[src/verilog/soc_bus_pkg.sv]
package soc_bus_pkg;

   // ********************************************************************
   // Wishbone bus widths.
   // ********************************************************************

   localparam int BUS_W = 32; // Data and address width.
   localparam int SEL_W = BUS_W / 8; // One select bit per byte lane.

   // ********************************************************************
   // Bus payload types.
   // ********************************************************************

   // Data word on the read and write paths.
   typedef logic [BUS_W-1:0] bus_word_t;

   // Byte address as issued by the CPU.
   typedef logic [BUS_W-1:0] bus_addr_t;

   // Byte-lane write mask.
   typedef logic [SEL_W-1:0] bus_sel_t;

endpackage

[src/verilog/soc_arbiter.sv]
`timescale 1ns/1ps

module soc_arbiter import soc_bus_pkg::*; (
   input  logic      wb_clk,

   // Instruction bus, read only.
   input  bus_addr_t i_ibus_adr,
   input  logic      i_ibus_cyc,
   output bus_word_t o_ibus_rdt,
   output logic      o_ibus_ack,

   // Data bus.
   input  bus_addr_t i_dbus_adr,
   input  bus_word_t i_dbus_dat,
   input  bus_sel_t  i_dbus_sel,
   input  logic      i_dbus_we,
   input  logic      i_dbus_cyc,
   output bus_word_t o_dbus_rdt,
   output logic      o_dbus_ack,

   // Merged master bus.
   output bus_addr_t o_cpu_adr,
   output bus_word_t o_cpu_dat,
   output bus_sel_t  o_cpu_sel,
   output logic      o_cpu_we,
   output logic      o_cpu_cyc,
   input  bus_word_t i_cpu_rdt,
   input  logic      i_cpu_ack
);

   logic ibus_owner;

   assign ibus_owner = i_ibus_cyc; // Instruction fetch always wins.

   // ********************************************************************
   // Request path.
   // ********************************************************************

   assign o_cpu_adr = ibus_owner ? i_ibus_adr : i_dbus_adr;
   assign o_cpu_dat = i_dbus_dat;
   assign o_cpu_sel = ibus_owner ? '1 : i_dbus_sel; // Fetches read the full word.
   assign o_cpu_we  = i_dbus_we & ~ibus_owner;
   assign o_cpu_cyc = i_ibus_cyc | i_dbus_cyc;

   // ********************************************************************
   // Response path.
   // ********************************************************************

   assign o_ibus_rdt = i_cpu_rdt;
   assign o_dbus_rdt = i_cpu_rdt;
   assign o_ibus_ack = i_cpu_ack & ibus_owner;
   assign o_dbus_ack = i_cpu_ack & ~ibus_owner;

   a_dbus_ack_owner : assert property (@(posedge wb_clk) o_dbus_ack |-> i_dbus_cyc)
      else $error("Data bus ack without a data request.");

endmodule

[config.mk]
export PLATFORM = sky130hd
export DESIGN_NAME = soc_arbiter
export DESIGN_NICKNAME = d
export VERILOG_FILES = /design/src/verilog/soc_bus_pkg.sv /design/src/verilog/soc_arbiter.sv
export SDC_FILE = /design/constraint.sdc
export NUM_CORES = 1
export LEC_CHECK = 0
export BUFFER_PORTS_ARGS = -buffer_cell sky130_fd_sc_hd__buf_4
export CAP_MARGIN = 20
export CORE_AREA = 2 2 106 108
export DETAILED_ROUTE_END_ITERATION = 10
export DIE_AREA = 0 0 108 110
export SLEW_MARGIN = 40
export SYNTH_ARGS = -nofsm -noshare
export SYNTH_HDL_FRONTEND = slang
export SYNTH_SLANG_ARGS = --single-unit
export TNS_END_PERCENT = 30
[constraint.sdc]
create_clock -name vclk -period 0.8
set_input_delay 0.08 -clock vclk [all_inputs]
set_output_delay 0.08 -clock vclk [all_outputs]
set_load 0.05 [all_outputs]
==> metrics.csv <==
metric,value,unit
GRT overflow,0,
share of cells above drive strength 1,0.9806,
fin util,0.1557,
area grow syn2layout,41.15,%
Post-Place Cell Area,1434,sq um
total negative slack,0,ns
Synth top area share,0.6172,
Pre-Repair DR Iteration Count,2,
fin area,1665,sq um
# nets final,294,
Peak VDD IR,316.2,uV
Final period util,0.9868,
DRC,0,
setup repair bufs after CTS,0,
Final Max Tran Viols,0,
DR vias,883,
# IOs,273,
Worst-Margin Slew,0.1474,ns
status,completed,
hold_ws,0.1600,ns
# diodes,0,
Max-cap violations,0,
Routed Antenna Nets,0,
Reg area,0,sq um
Post-Synthesis Cell Area,1180,sq um
post-layout min period,0.7894,ns
initial antenna violation count,0,
Crit Path Class,input port to output port,
average size of a mapped cell,8.428,sq um
Pwr per Cell Area,845.4,nW/um^2
"most common cell after layout, fill and taps aside",buf_4,
starting density of the core,0.1103,
final WL,4.035,mm
crit path DAT,0.71,ns
"Hold-fix buffers, CTS",0,
Post-Synthesis Cells,140,
sequential cell count,0,
DR iter-0 viols,12,
Total GRT Usage,0.05962,
library cells used by synthesis,7,
DIE AREA,11880,sq um
Worst Setup Start Kind,input port,
vias in the first global route,968,
I/O Buffers,112,
Total Power Consumption,1.408,mW
"commonest non-fill, non-tap cells in the layout","buf_4, buf_6, mux2_2",
die width,108,um
final hold vios,0,
DP Wirelength,3.079,mm
core footprint,10700,sq um
fmax,1267,MHz
worst rel slew slack,0.9026,
DR vias/cell,2.993,
Syn. warnings,0,
"Net Count, Synth",277,
Die H,110,um
largest net degree at the start of global routing,21,
"Seq/Total Area, Yosys",0,
setup violators final,0,
first-pass GRT wire length,5.375,mm
largest area contributor in the netlist,buf_4,
Critical Path Sink Type,output port,
Crit path required time,0.72,ns
clock buf count,0,
Area contributors post-synth,"buf_4, mux2_2, buf_6",
Hold Path Class,input port to output port,
wire length per cell,13.68,um
Fillers,1205,
leakage power,0.7864,nW
Critical Path Fanout Max,10,
gpl congestion,0.6683,
unrepaired setup endpoints after global routing,true,
cell row count,38,
-- layout make-up --
type | instances | area [sq um] | area share
Tap cell | 140 | 175.2 | 0.1052
Multi-Input combinational cell | 40 | 425.4 | 0.2554
Timing Repair Buffer | 115 | 1065 | 0.6394
-- stage by stage --
| step | worst slack (ns) | std cells |
|---|---|---|
| 2_1_floorplan | -0.2062 | 140 |
| 4_1_cts | -0.01272 | 294 |
| 5_1_grt | -0.01076 | 295 |
| 6_report | 0.01060 | 295 |
| 3_5_place_dp | -0.4352 | 292 |
| 3_3_place_gp | -0.3991 | 292 |
-- logic make-up (layout without fill, tap and decap cells) --
family	after synthesis	count (layout)	share of synthesized area
buffers and inverters	100	115	0.6458
muxes	32	32	0.3118
and+or+nand+nor	8	8	0.04242
-- worst paths after layout --
kind            end  cells past startpoint      startpoint  slack [ns]
max   o_cpu_adr[20]                      3      i_ibus_cyc        0.01
min   o_cpu_dat[18]                      0  i_dbus_dat[18]        0.16
-- Yosys cell counts --
| cell | instances |
|---|---|
| mux2_2 | 30 |
| buf_6 | 3 |
| buf_4 | 97 |
| nor2b_1 | 2 |
| or2_2 | 5 |
| mux2_4 | 2 |
| and2_1 | 1 |
-- layer usage --
layer / up-vias / share of wire / wire length, um / GRT usage
li1: 385 / - / - / -
met1: 383 / 0.28 / 1149 / 0.05348
met2: 88 / 0.53 / 2131 / 0.1159
met3: 27 / 0.12 / 467 / 0.01646
met4: 0 / 0.071 / 285 / 0.04029
met5: - / 0 / 0 / 0
-- what timing repair did --
action,4_1_cts,5_1_grt
endpoints found under the hold margin,0,0
setup endpoints to repair,40,24
cloned,2,1
gates resized for setup,41,0
-- worst max-delay path: stages --
cell and delay [ns]:
buf_16 0.11, mux2_2 0.35, buf_6 0.16
-- power breakdown --
group | total, mW | switching (mW) | internal, mW | leakage (nW)
Clock | 0 | 0 | 0 | 0
Combinational | 1.41 | 0.738 | 0.670 | 0.786
Sequential | 0 | 0 | 0 | 0
Note: power is estimated with default switching activity, not from simulation.
