===== config.mk =====
export PLATFORM = sky130hd
export DESIGN_NAME = soc_addr_mux
export DESIGN_NICKNAME = d
export VERILOG_FILES = /design/src/verilog/soc_bus_pkg.sv /design/src/verilog/soc_map_pkg.sv /design/src/verilog/soc_addr_mux.sv
export SDC_FILE = /design/constraint.sdc
export NUM_CORES = 1
export LEC_CHECK = 0
export BUFFER_PORTS_ARGS = -buffer_cell sky130_fd_sc_hd__buf_4
export CAP_MARGIN = 20
export CORE_AREA = 10 10 102 104
export DETAILED_ROUTE_END_ITERATION = 8
export DIE_AREA = 0 0 112 114
export SYNTH_ARGS = -nofsm -noshare
export SYNTH_HDL_FRONTEND = slang
export SYNTH_SLANG_ARGS = --single-unit

===== constraint.sdc =====
create_clock -name wb_clk -period 0.8 [get_ports wb_clk]
set_input_delay 0 -clock wb_clk [delete_from_list [all_inputs] [get_ports wb_clk]]
set_output_delay 0 -clock wb_clk [all_outputs]
set_load 0.02 [all_outputs]

===== src/verilog/soc_bus_pkg.sv =====
package soc_bus_pkg;

   // ********************************************************************
   // Wishbone bus widths.
   // ********************************************************************

   localparam int BUS_W = 32; // Data and address width.
   localparam int SEL_W = BUS_W / 8; // One select bit per byte lane.

   // ********************************************************************
   // Bus payload types.
   // ********************************************************************

   // Data word on the read and write paths.
   typedef logic [BUS_W-1:0] bus_word_t;

   // Byte address as issued by the CPU.
   typedef logic [BUS_W-1:0] bus_addr_t;

   // Byte-lane write mask.
   typedef logic [SEL_W-1:0] bus_sel_t;

endpackage


===== src/verilog/soc_map_pkg.sv =====
package soc_map_pkg;

   import soc_bus_pkg::*;

   // ********************************************************************
   // Address map.
   // ********************************************************************

   localparam int REGION_W   = 2;
   localparam int REGION_MSB = BUS_W - 1;
   localparam int REGION_LSB = REGION_MSB - REGION_W + 1; // Bits 31..30.

   typedef enum logic [REGION_W-1:0] {
      REG_MEM   = 2'd0,
      REG_GPIO  = 2'd1,
      REG_TIMER = 2'd2,
      REG_NONE  = 2'd3 // Unmapped, reads as zero.
   } region_t;

   // Top address bits select the slave.
   function automatic region_t decode_region(input bus_addr_t adr);
      return region_t'(adr[REGION_MSB:REGION_LSB]);
   endfunction

   // Timer register select, taken from one address bit.
   localparam int TIMER_CMP_OFS = 2;

   typedef enum logic {TMR_MTIME = 1'b0, TMR_MTIMECMP = 1'b1} timer_reg_t;

endpackage


===== src/verilog/soc_addr_mux.sv =====
`timescale 1ns/1ps

module soc_addr_mux import soc_bus_pkg::*, soc_map_pkg::*; #(
   parameter int MEM_WORDS = 2048
) (
   input  logic                         wb_clk,
   input  logic                         i_rst,

   // Merged master bus.
   input  bus_addr_t                    i_cpu_adr,
   input  bus_word_t                    i_cpu_dat,
   input  bus_sel_t                     i_cpu_sel,
   input  logic                         i_cpu_we,
   input  logic                         i_cpu_cyc,
   output bus_word_t                    o_cpu_rdt,
   output logic                         o_cpu_ack,

   // RAM slave.
   output logic [$clog2(MEM_WORDS)-1:0] o_mem_adr,
   output bus_word_t                    o_mem_dat,
   output bus_sel_t                     o_mem_sel,
   output logic                         o_mem_we,
   output logic                         o_mem_cyc,
   input  bus_word_t                    i_mem_rdt,

   // GPIO slave.
   output logic                         o_gpio_dat,
   output logic                         o_gpio_cyc,
   output logic                         o_gpio_we,
   input  bus_word_t                    i_gpio_rdt,

   // Timer slave.
   output logic                         o_timer_adr,
   output bus_word_t                    o_timer_dat,
   output logic                         o_timer_we,
   output logic                         o_timer_cyc,
   input  bus_word_t                    i_timer_rdt
);

   localparam int MEM_AW = $clog2(MEM_WORDS);

   region_t region;
   logic    ack_r;

   assign region = decode_region(i_cpu_adr);

   // Single-cycle ack pulse, one cycle after cyc is seen.
   always_ff @(posedge wb_clk) begin
      if (i_rst)
         ack_r <= 1'b0;
      else
         ack_r <= i_cpu_cyc & ~ack_r;
   end

   assign o_cpu_ack = ack_r;

   // ********************************************************************
   // Slave selects.
   // ********************************************************************

   // RAM samples in the first cycle, registers in the ack cycle.
   assign o_mem_cyc   = i_cpu_cyc & ~ack_r & (region == REG_MEM);
   assign o_gpio_cyc  = i_cpu_cyc & ack_r & (region == REG_GPIO);
   assign o_timer_cyc = i_cpu_cyc & ack_r & (region == REG_TIMER);

   assign o_mem_adr   = i_cpu_adr[2 +: MEM_AW]; // Word index.
   assign o_mem_dat   = i_cpu_dat;
   assign o_mem_sel   = i_cpu_sel;
   assign o_mem_we    = i_cpu_we;
   assign o_gpio_dat  = i_cpu_dat[0];
   assign o_gpio_we   = i_cpu_we;
   assign o_timer_adr = i_cpu_adr[TIMER_CMP_OFS];
   assign o_timer_dat = i_cpu_dat;
   assign o_timer_we  = i_cpu_we;

   always_comb begin
      case (region)
         REG_MEM:   o_cpu_rdt = i_mem_rdt;
         REG_GPIO:  o_cpu_rdt = i_gpio_rdt;
         REG_TIMER: o_cpu_rdt = i_timer_rdt;
         default:   o_cpu_rdt = '0;
      endcase
   end

   a_req_stable : assert property (@(posedge wb_clk) disable iff (i_rst)
      (i_cpu_cyc && !ack_r) |=> (i_cpu_cyc && $stable(i_cpu_adr)))
      else $error("Request dropped or changed before ack.");

   a_mem_range : assert property (@(posedge wb_clk) disable iff (i_rst)
      o_mem_cyc |-> (i_cpu_adr[REGION_LSB-1:2] < MEM_WORDS))
      else $error("RAM access beyond %0d words.", MEM_WORDS);

endmodule


==> metrics.csv, run 1 <==
metric;value;unit
yosys_warnings;0;
mappedNetlistArea;1410;um^2
postLayoutCoreUtil;0.242;
placed_cells;325;
vias_per_cell;4.08;
route.detailed.drc;0;
n_antenna_cell;0;
die-area;12800;um^2
fmax;1280;MHz
ys_types;12;
skew;0;ns
reg2reg_slack;0.20;ns
crit_required;0.80;ns
worstPathCellList;buf_12 > nor2b_4 > buf_12 > o2bb2ai_1 > buf_4;
core_area;8470;um^2
cp.arrival;0.78;ns
grt_use_met2;0.152;
hold_buffers;0;
layout_setup_ws;0.0159;ns
period_needed;0.784;ns
crit_start;i_cpu_adr[30];
slew_headroom;0.881;
leakage;0.00103;uW
gr-total-overflow;0;
setup_viol;0;
wl_per_cell;19.9;um
grt_pass1_vias;1415;
met3_usage;0.0504;
irDropWorstVdd;0.000157;V
firstDrtPassIters;2;
grt_pass1_wl;8940;um
r2r-start;o_cpu_ack;
die_y;114;um
grt_usage;0.0863;
period_share;0.980;
ys_seq_area_frac;0.0142;
vias;1331;
rows;34;
wl;6500;um
cp-start-kind;primary input;
syn_nets;334;
antenna_found_initial;0;
dpl_worst_slack;-0.149;ns
tightest_slew;0.173;ns
final_cells;326;
grt_busiest_layer;met2;
clock_latency;0;ns
grt_setup_unrepaired;true;
finalHoldViolCount;0;
critical_path_class;primary input to output port;
cp_max_fo;18;
crit_family;buffers and inverters;
r2r-end;o_cpu_ack;
grt_max_degree;19;
drv_slew;0;
layout_commonest_cell;buf_4;
drive_gt1_frac;0.711;
cp-endpoint;o_cpu_rdt[12];
final_cell_mix;138 x buf_4, 31 x mux2i_1, 30 x o2bb2ai_1;
syn_avg_cell_area;8.49;um^2
worst_setup_path_end_kind;output port;
yosys_register_bits;1;
ff2ff_path_depth;1;
hp-class;primary input to output port;
die_x;112;um
worst_path_largest_cell_delay;0.17;ns
worst-path-buf-inv;3;
cp_slowest_cell;nor2b_4;
worst-path-stages;5;
largest_reg_flops;1;
netlist_instances;166;
cpMostUsedCell;buf_12;
final_nets;388;
cts_setup_buffers;0;
hpwl;5710;um
initial_core_util;0.167;
antenna_left;0;
power;1300;uW
place.gp.congestion;0.785;
power.density;635;nW/um^2
outcome;finished, final reports clean;
drv_cap;0;
port_buffers;136;
area_growth;45.1;%
grt_util_met1;0.0815;
io_pins;288;
drt_iter0_markers;59;
[cell families (layout without fill, tap and decap cells)]
kind of cell / count (synthesis) / after routing / synth area share
buffers and inverters: 96 / 148 / 0.527
AO/OA/AOI/OAI: 32 / 32 / 0.199
multiplexers: 32 / 32 / 0.227
AND/OR/NAND/NOR: 5 / 5 / 0.0328
flip-flops: 1 / 1 / 0.0142
[layer usage]
| metal | vias to the layer above | part of all wire |
|---|---|---|
| met2 | 132 | 0.50 |
| met1 | 553 | 0.31 |
| li1 | 614 | - |
| met4 | 0 | 0.038 |
| met5 | - | 0 |
| met3 | 32 | 0.15 |
[timing repair]
action / in CTS / in global routing
cloned: 0 / 1
resized for setup: 4 / 7
setup endpoints to repair: 33 / 21
[per-stage QoR]
| step | instance area, um^2 | setup TNS [ns] | hold slack (ns) |
|---|---|---|---|
| floorplan | 1430 | 0 | 0.0684 |
| global placement | 1970 | -1.76 | 0.000137 |
| detailed placement | 1970 | -2.29 | 0.000137 |
| CTS | 1990 | 0 | 0.000137 |
| global route | 2050 | -0.0865 | 0.0000316 |
| finish | 2050 | 0 | 0.0000101 |
[how the worst min path moves through the flow]
stage / start / end / slack (ns) / cells after the start
floorplan: i_rst / o_cpu_ack / 0.07 / 1
global route: i_cpu_dat[6] / o_mem_dat[6] / 0.00003 / 0
global placement: i_cpu_adr[3] / o_mem_adr[1] / 0.0001 / 0
finish: i_cpu_dat[1] / o_timer_dat[1] / 0.00001 / 0
detailed placement: i_cpu_adr[3] / o_mem_adr[1] / 0.0001 / 0
CTS: i_cpu_adr[3] / o_mem_adr[1] / 0.0001 / 0
[area by class of cell]
| cell class | count | area (um^2) |
|---|---|---|
| Fill cell | 914 | 6420 |
| Multi-Input combinational cell | 69 | 679 |
| Sequential cell | 1 | 21.3 |
| Tap cell | 108 | 135 |
| Timing Repair Buffer | 148 | 1210 |
[cell usage after synthesis]
library cell / n / area (um^2)
mux2i_1: 32 / 320
clkbuf_1: 3 / 11.3
nor3b_1: 1 / 7.51
nor2b_4: 1 / 13.8
nor4b_1: 1 / 8.76
and4b_1: 1 / 10.0
buf_4: 85 / 638
buf_6: 7 / 78.8
o2bb2ai_1: 32 / 280
buf_8: 1 / 15.0
and3_1: 1 / 6.26
dfxtp_1: 1 / 20.0
[where the power goes]
part / switching (uW) / internal [uW] / total (uW)
clock network: 0 / 0 / 0
logic: 524 / 716 / 1240
registers: 4.38 / 54.5 / 58.9
No activity file was read; power rests on OpenSTA's default activity.
==> inputs of run 2 (changes only) <==
--- a/config.mk
+++ b/config.mk
@@ -10,2 +10,3 @@
 export CORE_AREA = 10 10 102 104
+export CTS_CLUSTER_DIAMETER = 30
 export DETAILED_ROUTE_END_ITERATION = 8
==> constraint.sdc (replaced) <==
create_clock -name wb_clk -period 0.8 [get_ports wb_clk]
set_input_delay 0.04 -clock wb_clk [delete_from_list [all_inputs] [get_ports wb_clk]]
set_output_delay 0.04 -clock wb_clk [all_outputs]
set_load 0.02 [all_outputs]
==> metrics.csv, run 2 (synthesized netlist as in run 1, its figures left out) <==
metric;value;unit
violations;setup timing;
vias;1321;
n_fill_cell;908;
place.gp.congestion;0.754;
final_cell_mix;124 x buf_4, 26 x mux2i_1, 18 x o2bb2ai_1;
skew;0;ns
initial_core_util;0.167;
crit_family;buffers and inverters;
tightest_slew;0.190;ns
dpl_cell_area;2040;um^2
grt_max_degree;28;
setup_tns;-1.04;ns
grt_pass1_wl;9270;um
gr-total-overflow;0;
grt_util_met1;0.0742;
largest_reg_flops;1;
worst_setup_path_end_kind;output port;
setup_viol;32;
vias_per_cell;4.10;
io_pins;288;
grt_use_met2;0.177;
r2r-start;o_cpu_ack;
min-delay-start;i_cpu_adr[4];
layout_commonest_cell;buf_4;
crit_required;0.76;ns
cpMostUsedCell;buf_12;
crit_start;i_cpu_adr[30];
power;1400;uW
leakage;0.00105;uW
grt_setup_unrepaired;true;
die_x;112;um
period_needed;0.882;ns
drv_cap;0;
finalHoldViolCount;0;
drt_iter0_markers;76;
multi_input_area;782;um^2
slew_headroom;0.871;
rows;34;
seq_area;21.3;um^2
wl;6520;um
met3_usage;0.0441;
firstDrtPassIters;2;
antenna_left;0;
final_nets;384;
port_buffers;136;
fmax;1130;MHz
worst_path_largest_cell_delay;0.26;ns
grt_pass1_vias;1526;
worstPathCellList;buf_12 > buf_12 > mux2i_2 > o2bb2ai_2 > buf_4;
outcome;finished, violations left;
irDropWorstVdd;0.000187;V
dpl_worst_slack;-0.139;ns
cp.arrival;0.84;ns
cp_slowest_cell;mux2i_2;
hpwl;5540;um
die_y;114;um
hold_buffers;0;
n_antenna_cell;0;
drv_slew;0;
cp_max_fo;18;
worst-path-buf-inv;3;
clock_latency;0;ns
critical_path_class;primary input to output port;
power.density;646;nW/um^2
fin_area;2170;um^2
drive_gt1_frac;0.785;
hp-class;primary input to output port;
cts_setup_buffers;0;
postLayoutCoreUtil;0.257;
area_growth;54.0;%
grt_busiest_layer;met2;
wl_per_cell;20.2;um
core_area;8470;um^2
period_share;1.10;
grt_usage;0.0893;
die-area;12800;um^2
route.detailed.drc;0;
cp-start-kind;primary input;
layout_setup_ws;-0.0820;ns
antenna_found_initial;0;
## run 2: cell types whose count changed in the layout (fill, tap and decap cells not counted), sizes merged
cell and delta:
buf -3, clkbuf -1
## run 2: timing repair
item                                    CTS  global route
gates resized for setup                  22             3
cloned                                    1             0
pin swaps                                 1             1
endpoints found under the setup margin   34            33
## run 2: per-layer routing
metal | routed length [um] | vias to the layer above
li1 | - | 605
met3 | 839 | 23
met5 | 0 | -
met4 | 250 | 0
met1 | 1830 | 569
met2 | 3600 | 124
## run 2: power breakdown
part | internal [uW] | switching [uW] | leakage [uW] | total, uW
sequential | 54.5 | 4.72 | 0.00000861 | 59.2
combinational | 775 | 568 | 0.00104 | 1340
clock | 0 | 0 | 0 | 0
total | 830 | 573 | 0.00105 | 1400
## run 2: final timing paths
kind                       end  slack (ns)  cells past startpoint
hold / removal    o_mem_adr[2]        0.08                      0
hold reg to reg      o_cpu_ack        0.47                      1
setup reg to reg     o_cpu_ack        0.20                      1
setup / recovery  o_cpu_rdt[5]       -0.08                      5
## run 2: final cells by class
class,instances,share of cell area
Tap cell,108,0.0622
Timing Repair Buffer,144,0.568
Sequential cell,1,0.00979
Multi-Input combinational cell,69,0.360
## run 2: metrics by stage
step	std cells	hold WS [ns]
global route	322	0.0800
floorplan	166	0.108
CTS	322	0.0801
global placement	321	0.0801
detailed placement	321	0.0801
finish	322	0.0800
