### src/verilog/soc_bus_pkg.sv
package soc_bus_pkg;

   // ********************************************************************
   // Wishbone bus widths.
   // ********************************************************************

   localparam int BUS_W = 32; // Data and address width.
   localparam int SEL_W = BUS_W / 8; // One select bit per byte lane.

   // ********************************************************************
   // Bus payload types.
   // ********************************************************************

   // Data word on the read and write paths.
   typedef logic [BUS_W-1:0] bus_word_t;

   // Byte address as issued by the CPU.
   typedef logic [BUS_W-1:0] bus_addr_t;

   // Byte-lane write mask.
   typedef logic [SEL_W-1:0] bus_sel_t;

endpackage

### src/verilog/soc_map_pkg.sv
package soc_map_pkg;

   import soc_bus_pkg::*;

   // ********************************************************************
   // Address map.
   // ********************************************************************

   localparam int REGION_W   = 2;
   localparam int REGION_MSB = BUS_W - 1;
   localparam int REGION_LSB = REGION_MSB - REGION_W + 1; // Bits 31..30.

   typedef enum logic [REGION_W-1:0] {
      REG_MEM   = 2'd0,
      REG_GPIO  = 2'd1,
      REG_TIMER = 2'd2,
      REG_NONE  = 2'd3 // Unmapped, reads as zero.
   } region_t;

   // Top address bits select the slave.
   function automatic region_t decode_region(input bus_addr_t adr);
      return region_t'(adr[REGION_MSB:REGION_LSB]);
   endfunction

   // Timer register select, taken from one address bit.
   localparam int TIMER_CMP_OFS = 2;

   typedef enum logic {TMR_MTIME = 1'b0, TMR_MTIMECMP = 1'b1} timer_reg_t;

endpackage

### src/verilog/soc_timer.sv
`timescale 1ns/1ps

module soc_timer import soc_bus_pkg::*, soc_map_pkg::*; (
   input  logic      wb_clk,
   input  logic      i_rst,
   input  logic      i_adr,
   input  bus_word_t i_dat,
   input  logic      i_we,
   input  logic      i_cyc,
   output bus_word_t o_rdt,
   output logic      o_irq
);

   bus_word_t  mtime;
   bus_word_t  mtimecmp;
   timer_reg_t reg_sel;

   assign reg_sel = timer_reg_t'(i_adr);

   // ********************************************************************
   // Counter and compare register.
   // ********************************************************************

   always_ff @(posedge wb_clk) begin
      if (i_rst) begin
         mtime    <= '0;
         mtimecmp <= '1; // Far in the future, no interrupt.
      end else begin
         mtime <= mtime + 1'b1;
         if (i_cyc && i_we && reg_sel == TMR_MTIMECMP)
            mtimecmp <= i_dat;
      end
   end

   // Level interrupt, cleared only by moving mtimecmp past mtime.
   always_ff @(posedge wb_clk) begin
      if (i_rst)
         o_irq <= 1'b0;
      else
         o_irq <= (mtime >= mtimecmp);
   end

   // ********************************************************************
   // Readback.
   // ********************************************************************

   always_comb begin
      case (reg_sel)
         TMR_MTIMECMP: o_rdt = mtimecmp;
         default:      o_rdt = mtime;
      endcase
   end

endmodule

### config.mk
export PLATFORM = sky130hd
export DESIGN_NAME = soc_timer
export DESIGN_NICKNAME = d
export VERILOG_FILES = /design/src/verilog/soc_bus_pkg.sv /design/src/verilog/soc_map_pkg.sv /design/src/verilog/soc_timer.sv
export SDC_FILE = /design/constraint.sdc
export NUM_CORES = 1
export LEC_CHECK = 0
export ABC_AREA = 1
export BUFFER_PORTS_ARGS = -buffer_cell sky130_fd_sc_hd__buf_2
export CAP_MARGIN = 20
export CORE_ASPECT_RATIO = 0.9
export CORE_MARGIN = 8
export CORE_UTILIZATION = 30
export CTS_CLUSTER_DIAMETER = 40
export DETAILED_ROUTE_END_ITERATION = 10
export HOLD_SLACK_MARGIN = 0.02
export PLACE_DENSITY = 0.51
export SLEW_MARGIN = 20
export SYNTH_ARGS = -nofsm -noshare
export SYNTH_HDL_FRONTEND = slang
export SYNTH_SLANG_ARGS = --single-unit
### constraint.sdc
create_clock -name wb_clk -period 1.9 [get_ports wb_clk]
set_input_delay 0.38 -clock wb_clk [delete_from_list [all_inputs] [get_ports wb_clk]]
set_output_delay 0.38 -clock wb_clk [all_outputs]
set_load 0.05 [all_outputs]
==> flow_metrics.tcl, run 1 <==
set metrics [dict create \
    drive_above_1_share_pct 19.1 \
    sw_frac_of_total_pct 27.3 \
    gp_congestion 0.893 \
    port_buffers 69 \
    ir_drop_mv 0.380 \
    fmax_mhz 559 \
    final-setup-viol-count 0 \
    p_int_uw 2670 \
    rows 40 \
    yosys-top-cells-area "dfxtp_1 33%, nand2_1 12%, ha_1 10%" \
    wl_per_cell_um 13.8 \
    rsz0062_at_grt "false" \
    numCtsBuffers 9 \
    tritoncts "done" \
    grt_max_degree 34 \
    post_cts_buffers 0 \
    multi_input_area_um2 2280 \
    hold_path_class "in2reg" \
    yosysTopAreaCellShare_pct 32.6 \
    io_pins 70 \
    pwr-share-comb_pct 13.5 \
    synth_nets 657 \
    ys_seq_area_share_pct 32.6 \
    drt_iter0_markers 222 \
    insertion_delay_ps 340 \
    status "completed" \
    antenna_cells 0 \
    hold_viol 0 \
    vias 3920 \
    htreeDepth 3 \
    critPathCaptureType "primary output" \
    n_fill_cell 1443 \
    route.detailed.drc 0 \
    antenna_found_initial 0 \
    grt_pass1_wl_mm 18.7 \
    die_h_um 125 \
    drv_cap 0 \
    postLayoutCoreUtil_pct 37.2 \
    setup_tns_ps 0 \
    ant_nets 0 \
    hpwl_mm 9.18 \
    arrival_ps 1410 \
    cts_hold_buf 0 \
    p_seq_share_pct 39.0 \
    clock_path_buffers 2 \
    critPathRequiredTime_ps 1520 \
    seq_area_um2 1300 \
    pwr_density_cell_nw_per_um2 750 \
    maxSlewViolCount 0 \
    start_util_pct 30.3 \
    die_w_um 138 \
    drtPass1Iterations 4 \
    avgSynthCellArea_um2 6.80 \
    ys_seq_elements 65 \
    skew_ps 11.1 \
    root_buffer "clkbuf_16" \
    period_minus_slack_ps 1790 \
    netlist_area_um2 3990 \
    coreArea_um2 13200 \
    syn_inst 587 \
    first_global_vias 3743 \
    crit_fanout 6 \
    tightest_slew_ps 424 \
    nets 725 \
    synth_cell_type_count 27 \
    synth_top_area_cell "dfxtp_1" \
    final.period_utilization_pct 94.2 \
    die_area_um2 17300 \
    power.switching_uw 1000 \
    grt_usage_pct 13.4 \
    p_clk_share_pct 47.6 \
    clk_pin_slew_worst_paths_ps 60 \
    routed_via_density 4.73 \
    path_class "reg2out" \
    p_leak_uw 0.00239 \
    area_delta_synth_final_pct 22.6 \
    start_kind "register" \
    grt_overflow 0 \
    cts_num_sinks 65 \
    postRouteWirelength_mm 11.4 \
    slew_headroom_pct 71.7 \
    ys.warnings.count 0 \
]
flip-flops by register name, summed over array words and instances, names as in the netlist:
| name | flops |
|---|---|
| mtimecmp | 32 |
| mtime | 32 |
| o_irq | 1 |
routing by layer:
layer  global-route usage, %  up-vias  wire length, um
met4                    4.53        0              176
li1                        -     2054                -
met2                    20.0       77             4870
met3                    3.36       14              600
met1                    18.4     1775             5770
met5                       0        -                0
cell usage after synthesis:
| cell type | count |
|---|---|
| a21o_1 | 2 |
| a21oi_1 | 72 |
| buf_1 | 3 |
| clkbuf_1 | 17 |
| clkinv_1 | 1 |
| clkinv_2 | 3 |
| dfxtp_1 | 65 |
| ha_1 | 33 |
| inv_1 | 81 |
| inv_2 | 4 |
| nand2_1 | 127 |
| nand2_2 | 5 |
| nand2_4 | 2 |
| nand3_1 | 21 |
| nand3_2 | 2 |
| nand3_4 | 1 |
| nand4_1 | 8 |
| nor2_1 | 36 |
| nor2_2 | 1 |
| nor2_4 | 6 |
| nor3_1 | 6 |
| nor3_2 | 6 |
| nor3_4 | 2 |
| o21a_1 | 3 |
| o21ai_0 | 77 |
| o31ai_1 | 1 |
| xor2_1 | 2 |
kinds of logic (layout without fill, tap and decap cells):
kind of cell / count (synthesis) / in the layout / share of synthesized area (%)
AND/OR/NAND/NOR: 223 / 223 / 26.4
AO/OA/AOI/OAI: 155 / 155 / 19.8
buffers and inverters: 109 / 182 / 10.3
flip-flops: 65 / 65 / 32.6
adder cells (fa/ha/maj): 33 / 33 / 10.3
XOR/XNOR: 2 / 2 / 0.439
cell type report:
cell class,instances,area share [%]
well taps,168,4.30
flip-flops and latches,65,26.6
clock inverters,4,1.02
inverters,89,6.91
multi-input cells,413,46.6
repair buffers,77,9.11
clock buffers,12,5.45
repair_timing:
action,in CTS,in global routing
endpoints found under the hold margin,0,0
gates resized for setup,0,1
endpoints found under the setup margin,0,1
path summary, 6_finish.rpt:
kind                                      startpoint                  endpoint  slack (ps)  cells after the start
worst max-delay path            mtime[26]$_SDFF_PP0_                 o_rdt[26]         110                      3
worst min-delay path                        i_dat[8]  mtimecmp[8]$_SDFFE_PP1P_         250                      3
worst max register to register   mtime[9]$_SDFF_PP0_      mtime[24]$_SDFF_PP0_         260                      6
worst min register to register   mtime[0]$_SDFF_PP0_       mtime[0]$_SDFF_PP0_         470                      1
cell usage in the layout (no fill, tap or decap), drive strengths merged:
master,n
ha,33
clkbuf,13
nor3,14
xor2,2
nor2,43
o31ai,1
clkinv,5
bufinv,1
nand3,24
clkinvlp,2
o21ai,77
a21o,2
buf,76
nand4,8
dfxtp,65
o21a,3
nand2,134
a21oi,72
inv,85
through the flow:
step	total power [uW]	instances	setup slack (ps)	instance area (um^2)	hold slack, ps
after global routing	3820	828	17.7	4890	256
final	3670	828	110	4890	255
after floorplan	1800	587	-326	3990	440
after detailed placement	1960	812	301	4570	463
after CTS	3720	828	103	4890	247
after global placement	1950	812	305	4570	457
power groups by stage:
stage                     clock network (uW)  registers, uW  logic [uW]
after floorplan                            0           1450         349
after global placement                     0           1460         493
after detailed placement                   0           1460         499
after CTS                               1800           1430         501
after global routing                    1840           1430         544
final                                   1740           1430         493
worst max-delay path, cell delays in order, from the launching register on:
cell,delay [ps]
dfxtp_1,450
inv_1,140
o21ai_0,180
buf_2,300
Note: power is estimated with default switching activity, not from simulation.
==> inputs of run 2 (changes only) <==
--- a/config.mk
+++ b/config.mk
@@ -5,16 +5,15 @@
 export SDC_FILE = /design/constraint.sdc
 export NUM_CORES = 1
 export LEC_CHECK = 0
-export ABC_AREA = 1
 export BUFFER_PORTS_ARGS = -buffer_cell sky130_fd_sc_hd__buf_2
 export CAP_MARGIN = 20
 export CORE_ASPECT_RATIO = 0.9
 export CORE_MARGIN = 8
-export CORE_UTILIZATION = 30
+export CORE_UTILIZATION = 56
 export CTS_CLUSTER_DIAMETER = 40
 export DETAILED_ROUTE_END_ITERATION = 10
 export HOLD_SLACK_MARGIN = 0.02
-export PLACE_DENSITY = 0.51
+export PLACE_DENSITY = 0.84
 export SLEW_MARGIN = 20
 export SYNTH_ARGS = -nofsm -noshare
 export SYNTH_HDL_FRONTEND = slang
==> flow_metrics.tcl, run 2 <==
set metrics [dict create \
    critical-path-top-delay-family "simple AND/OR/NAND/NOR gates" \
    crit_fanout 5 \
    ir_drop_mv 0.535 \
    p_int_uw 2400 \
    antenna_found_initial 0 \
    grt_usage_pct 20.0 \
    sw_frac_of_total_pct 27.6 \
    wl_per_cell_um 15.3 \
    critPathRequiredTime_ps 2170 \
    routed_via_density 5.53 \
    placed_area_um2 4290 \
    ys_seq_area_share_pct 35.2 \
    drtPass1Iterations 4 \
    hold_viol 0 \
    final-setup-viol-count 0 \
    pwr-share-comb_pct 16.5 \
    worst_slack_ps 56.1 \
    start_kind "register" \
    status "completed" \
    grt_pass1_wl_mm 15.5 \
    die_w_um 102 \
    max_stage_delay_ps 570 \
    p_clk_share_pct 40.5 \
    io_pins 70 \
    synth_top_area_cell "dfxtp_1" \
    insertion_delay_ps 340 \
    fin_area_um2 4580 \
    power.switching_uw 913 \
    pwr_density_cell_nw_per_um2 722 \
    antenna_cells 0 \
    final_common_cell "buf_2" \
    area_delta_synth_final_pct 24.1 \
    hold_slack_ps 229 \
    tritoncts "done" \
    tightest_slew_ps 386 \
    ys.flop_type "dfxtp_1" \
    numCtsBuffers 9 \
    cp_cell_sequence "ha_2 > nand2_1 > or4_4 > or3_2 > a21oi_1" \
    die_h_um 93.0 \
    drv_cap 0 \
    ant_nets 0 \
    reg.largest.list "mtime x32, mtimecmp x32, o_irq x1" \
    fmax_mhz 542 \
    synth_edf_count 0 \
    ys.warnings.count 0 \
    syn_inst 418 \
    grt_max_degree 65 \
    p_total_uw 3310 \
    avgSynthCellArea_um2 8.84 \
    critPathCaptureType "register" \
    root_buffer "clkbuf_8" \
    first_global_vias 3433 \
    multi_input_area_um2 2220 \
    route.detailed.drc 0 \
    port_buffers 69 \
    htreeDepth 3 \
    critical-path-slowest-cell "or4_4" \
    async_flop_share_pct 0 \
    synth_cell_type_count 43 \
    p_seq_share_pct 43.0 \
    ys_seq_elements 65 \
    p_leak_uw 0.00227 \
    final.period_utilization_pct 97.0 \
    start_util_pct 57.0 \
    path_class "reg2reg" \
    netlist_area_um2 3690 \
    synth_commonest_cells "65 x dfxtp_1, 64 x nor2_1, 37 x inv_1, 33 x ha_1, 32 x a211o_1" \
    yosysTopAreaCellShare_pct 35.2 \
    maxSlewViolCount 0 \
    slew_headroom_pct 74.3 \
    seq_area_um2 1310 \
    postRouteWirelength_mm 9.21 \
    synth_nets 488 \
    cts_num_sinks 65 \
    grt_overflow 0 \
    hold_path_class "in2reg" \
    period_minus_slack_ps 1840 \
    setup_tns_ps 0 \
    clk_pin_slew_worst_paths_ps 70 \
    rows 28 \
    hpwl_mm 6.68 \
    drt_iter0_markers 194 \
    arrival_ps 2120 \
    yosys-top-cells-area "dfxtp_1 35%, ha_1 11%, mux2_2 8.5%" \
    gp_congestion 0.854 \
    synth_most_common_cell "dfxtp_1" \
    clock_path_buffers 2 \
    nets 576 \
    drive_above_1_share_pct 31.9 \
    die_area_um2 9450 \
    vias 3322 \
    rsz0062_at_grt "true" \
    coreArea_um2 6480 \
    n_fill_cell 505 \
    pre_cts_slack_ps -4.68 \
    layout_common_cells "69 x buf_2, 64 x nor2_1, 61 x dfxtp_1" \
    skew_ps 8.50 \
    timing.critical_path.buf_inv 0 \
]
==> run 2: cell count changes after synthesis, sizes merged, moves of 16 or more <==
cell | before | now
xnor2 | 0 | 16
a21oi | 72 | 12
mux2 | 0 | 28
o21ai | 77 | 13
a211o | 0 | 32
nand2 | 134 | 19
nor2 | 43 | 64
inv | 85 | 37
==> run 2: power groups by stage <==
stage	registers (uW)	logic, uW	clock network [uW]
2_1_floorplan	1450	391	0
3_3_place_gp	1450	529	0
3_5_place_dp	1450	541	0
4_1_cts	1420	544	1350
5_1_grt	1430	586	1430
6_report	1420	546	1340
==> run 2: repair_timing <==
action	4_1_cts	5_1_grt
resized for setup	1	14
pin swaps	2	3
endpoints found under the hold margin	0	0
setup buffers	1	0
endpoints found under the setup margin	2	12
gates cloned	0	1
hold buffers	0	0
==> run 2: final cells by class <==
class                           count  area share (%)
Inverter                           37            3.03
Clock buffer                       11            3.30
Multi-Input combinational cell    297            48.5
Clock inverter                      5            1.69
Tap cell                           90            2.46
Timing Repair Buffer               96            12.5
Sequential cell                    65            28.5
==> run 2: logic make-up (layout without fill, tap and decap cells) <==
group	after synthesis	in the layout	share of synthesized area [%]
flip-flops	65	65	35.2
AND/OR/NAND/NOR	141	142	19.4
AO/OA/AOI/OAI	68	68	13.4
multiplexers	28	28	8.54
adder cells (fa/ha/maj)	33	33	11.2
XOR/XNOR	26	26	6.17
buffers and inverters	57	149	6.03
==> run 2: final timing paths <==
| kind | start | endpoint | slack [ps] | cells past startpoint |
|---|---|---|---|---|
| worst max-delay path | mtime[0]$_SDFF_PP0_ | mtime[16]$_SDFF_PP0_ | 60 | 5 |
| worst min-delay path | i_dat[3] | mtimecmp[3]$_SDFFE_PP1P_ | 230 | 2 |
| worst max register to register | mtime[0]$_SDFF_PP0_ | mtime[16]$_SDFF_PP0_ | 60 | 5 |
| worst min register to register | mtimecmp[0]$_SDFFE_PP1P_ | mtimecmp[0]$_SDFFE_PP1P_ | 530 | 2 |
==> run 2: metal layers <==
| layer | track usage (%) | up-vias | wire length [um] |
|---|---|---|---|
| li1 | - | 1649 | - |
| met1 | 23.0 | 1567 | 3930 |
| met2 | 33.7 | 96 | 4560 |
| met3 | 6.53 | 10 | 609 |
| met4 | 7.68 | 0 | 111 |
| met5 | 0 | - | 0 |
==> run 2: stage by stage <==
| step | instances | utilization (%) |
|---|---|---|
| finish | 601 | 70.7 |
| floorplan | 418 | - |
| detailed placement | 583 | 66.2 |
| global route | 601 | 70.7 |
| CTS | 600 | 69.8 |
| global placement | 583 | 66.2 |
==> run 2: worst reg2reg max path, delay by kind of cell (launching register included) <==
| family | cells | cell delay [ps] |
|---|---|---|
| DFF | 1 | 340 |
| and+or+nand+nor | 3 | 1110 |
| AOI/OAI and AO/OA | 1 | 150 |
| adders and majority gates | 1 | 180 |
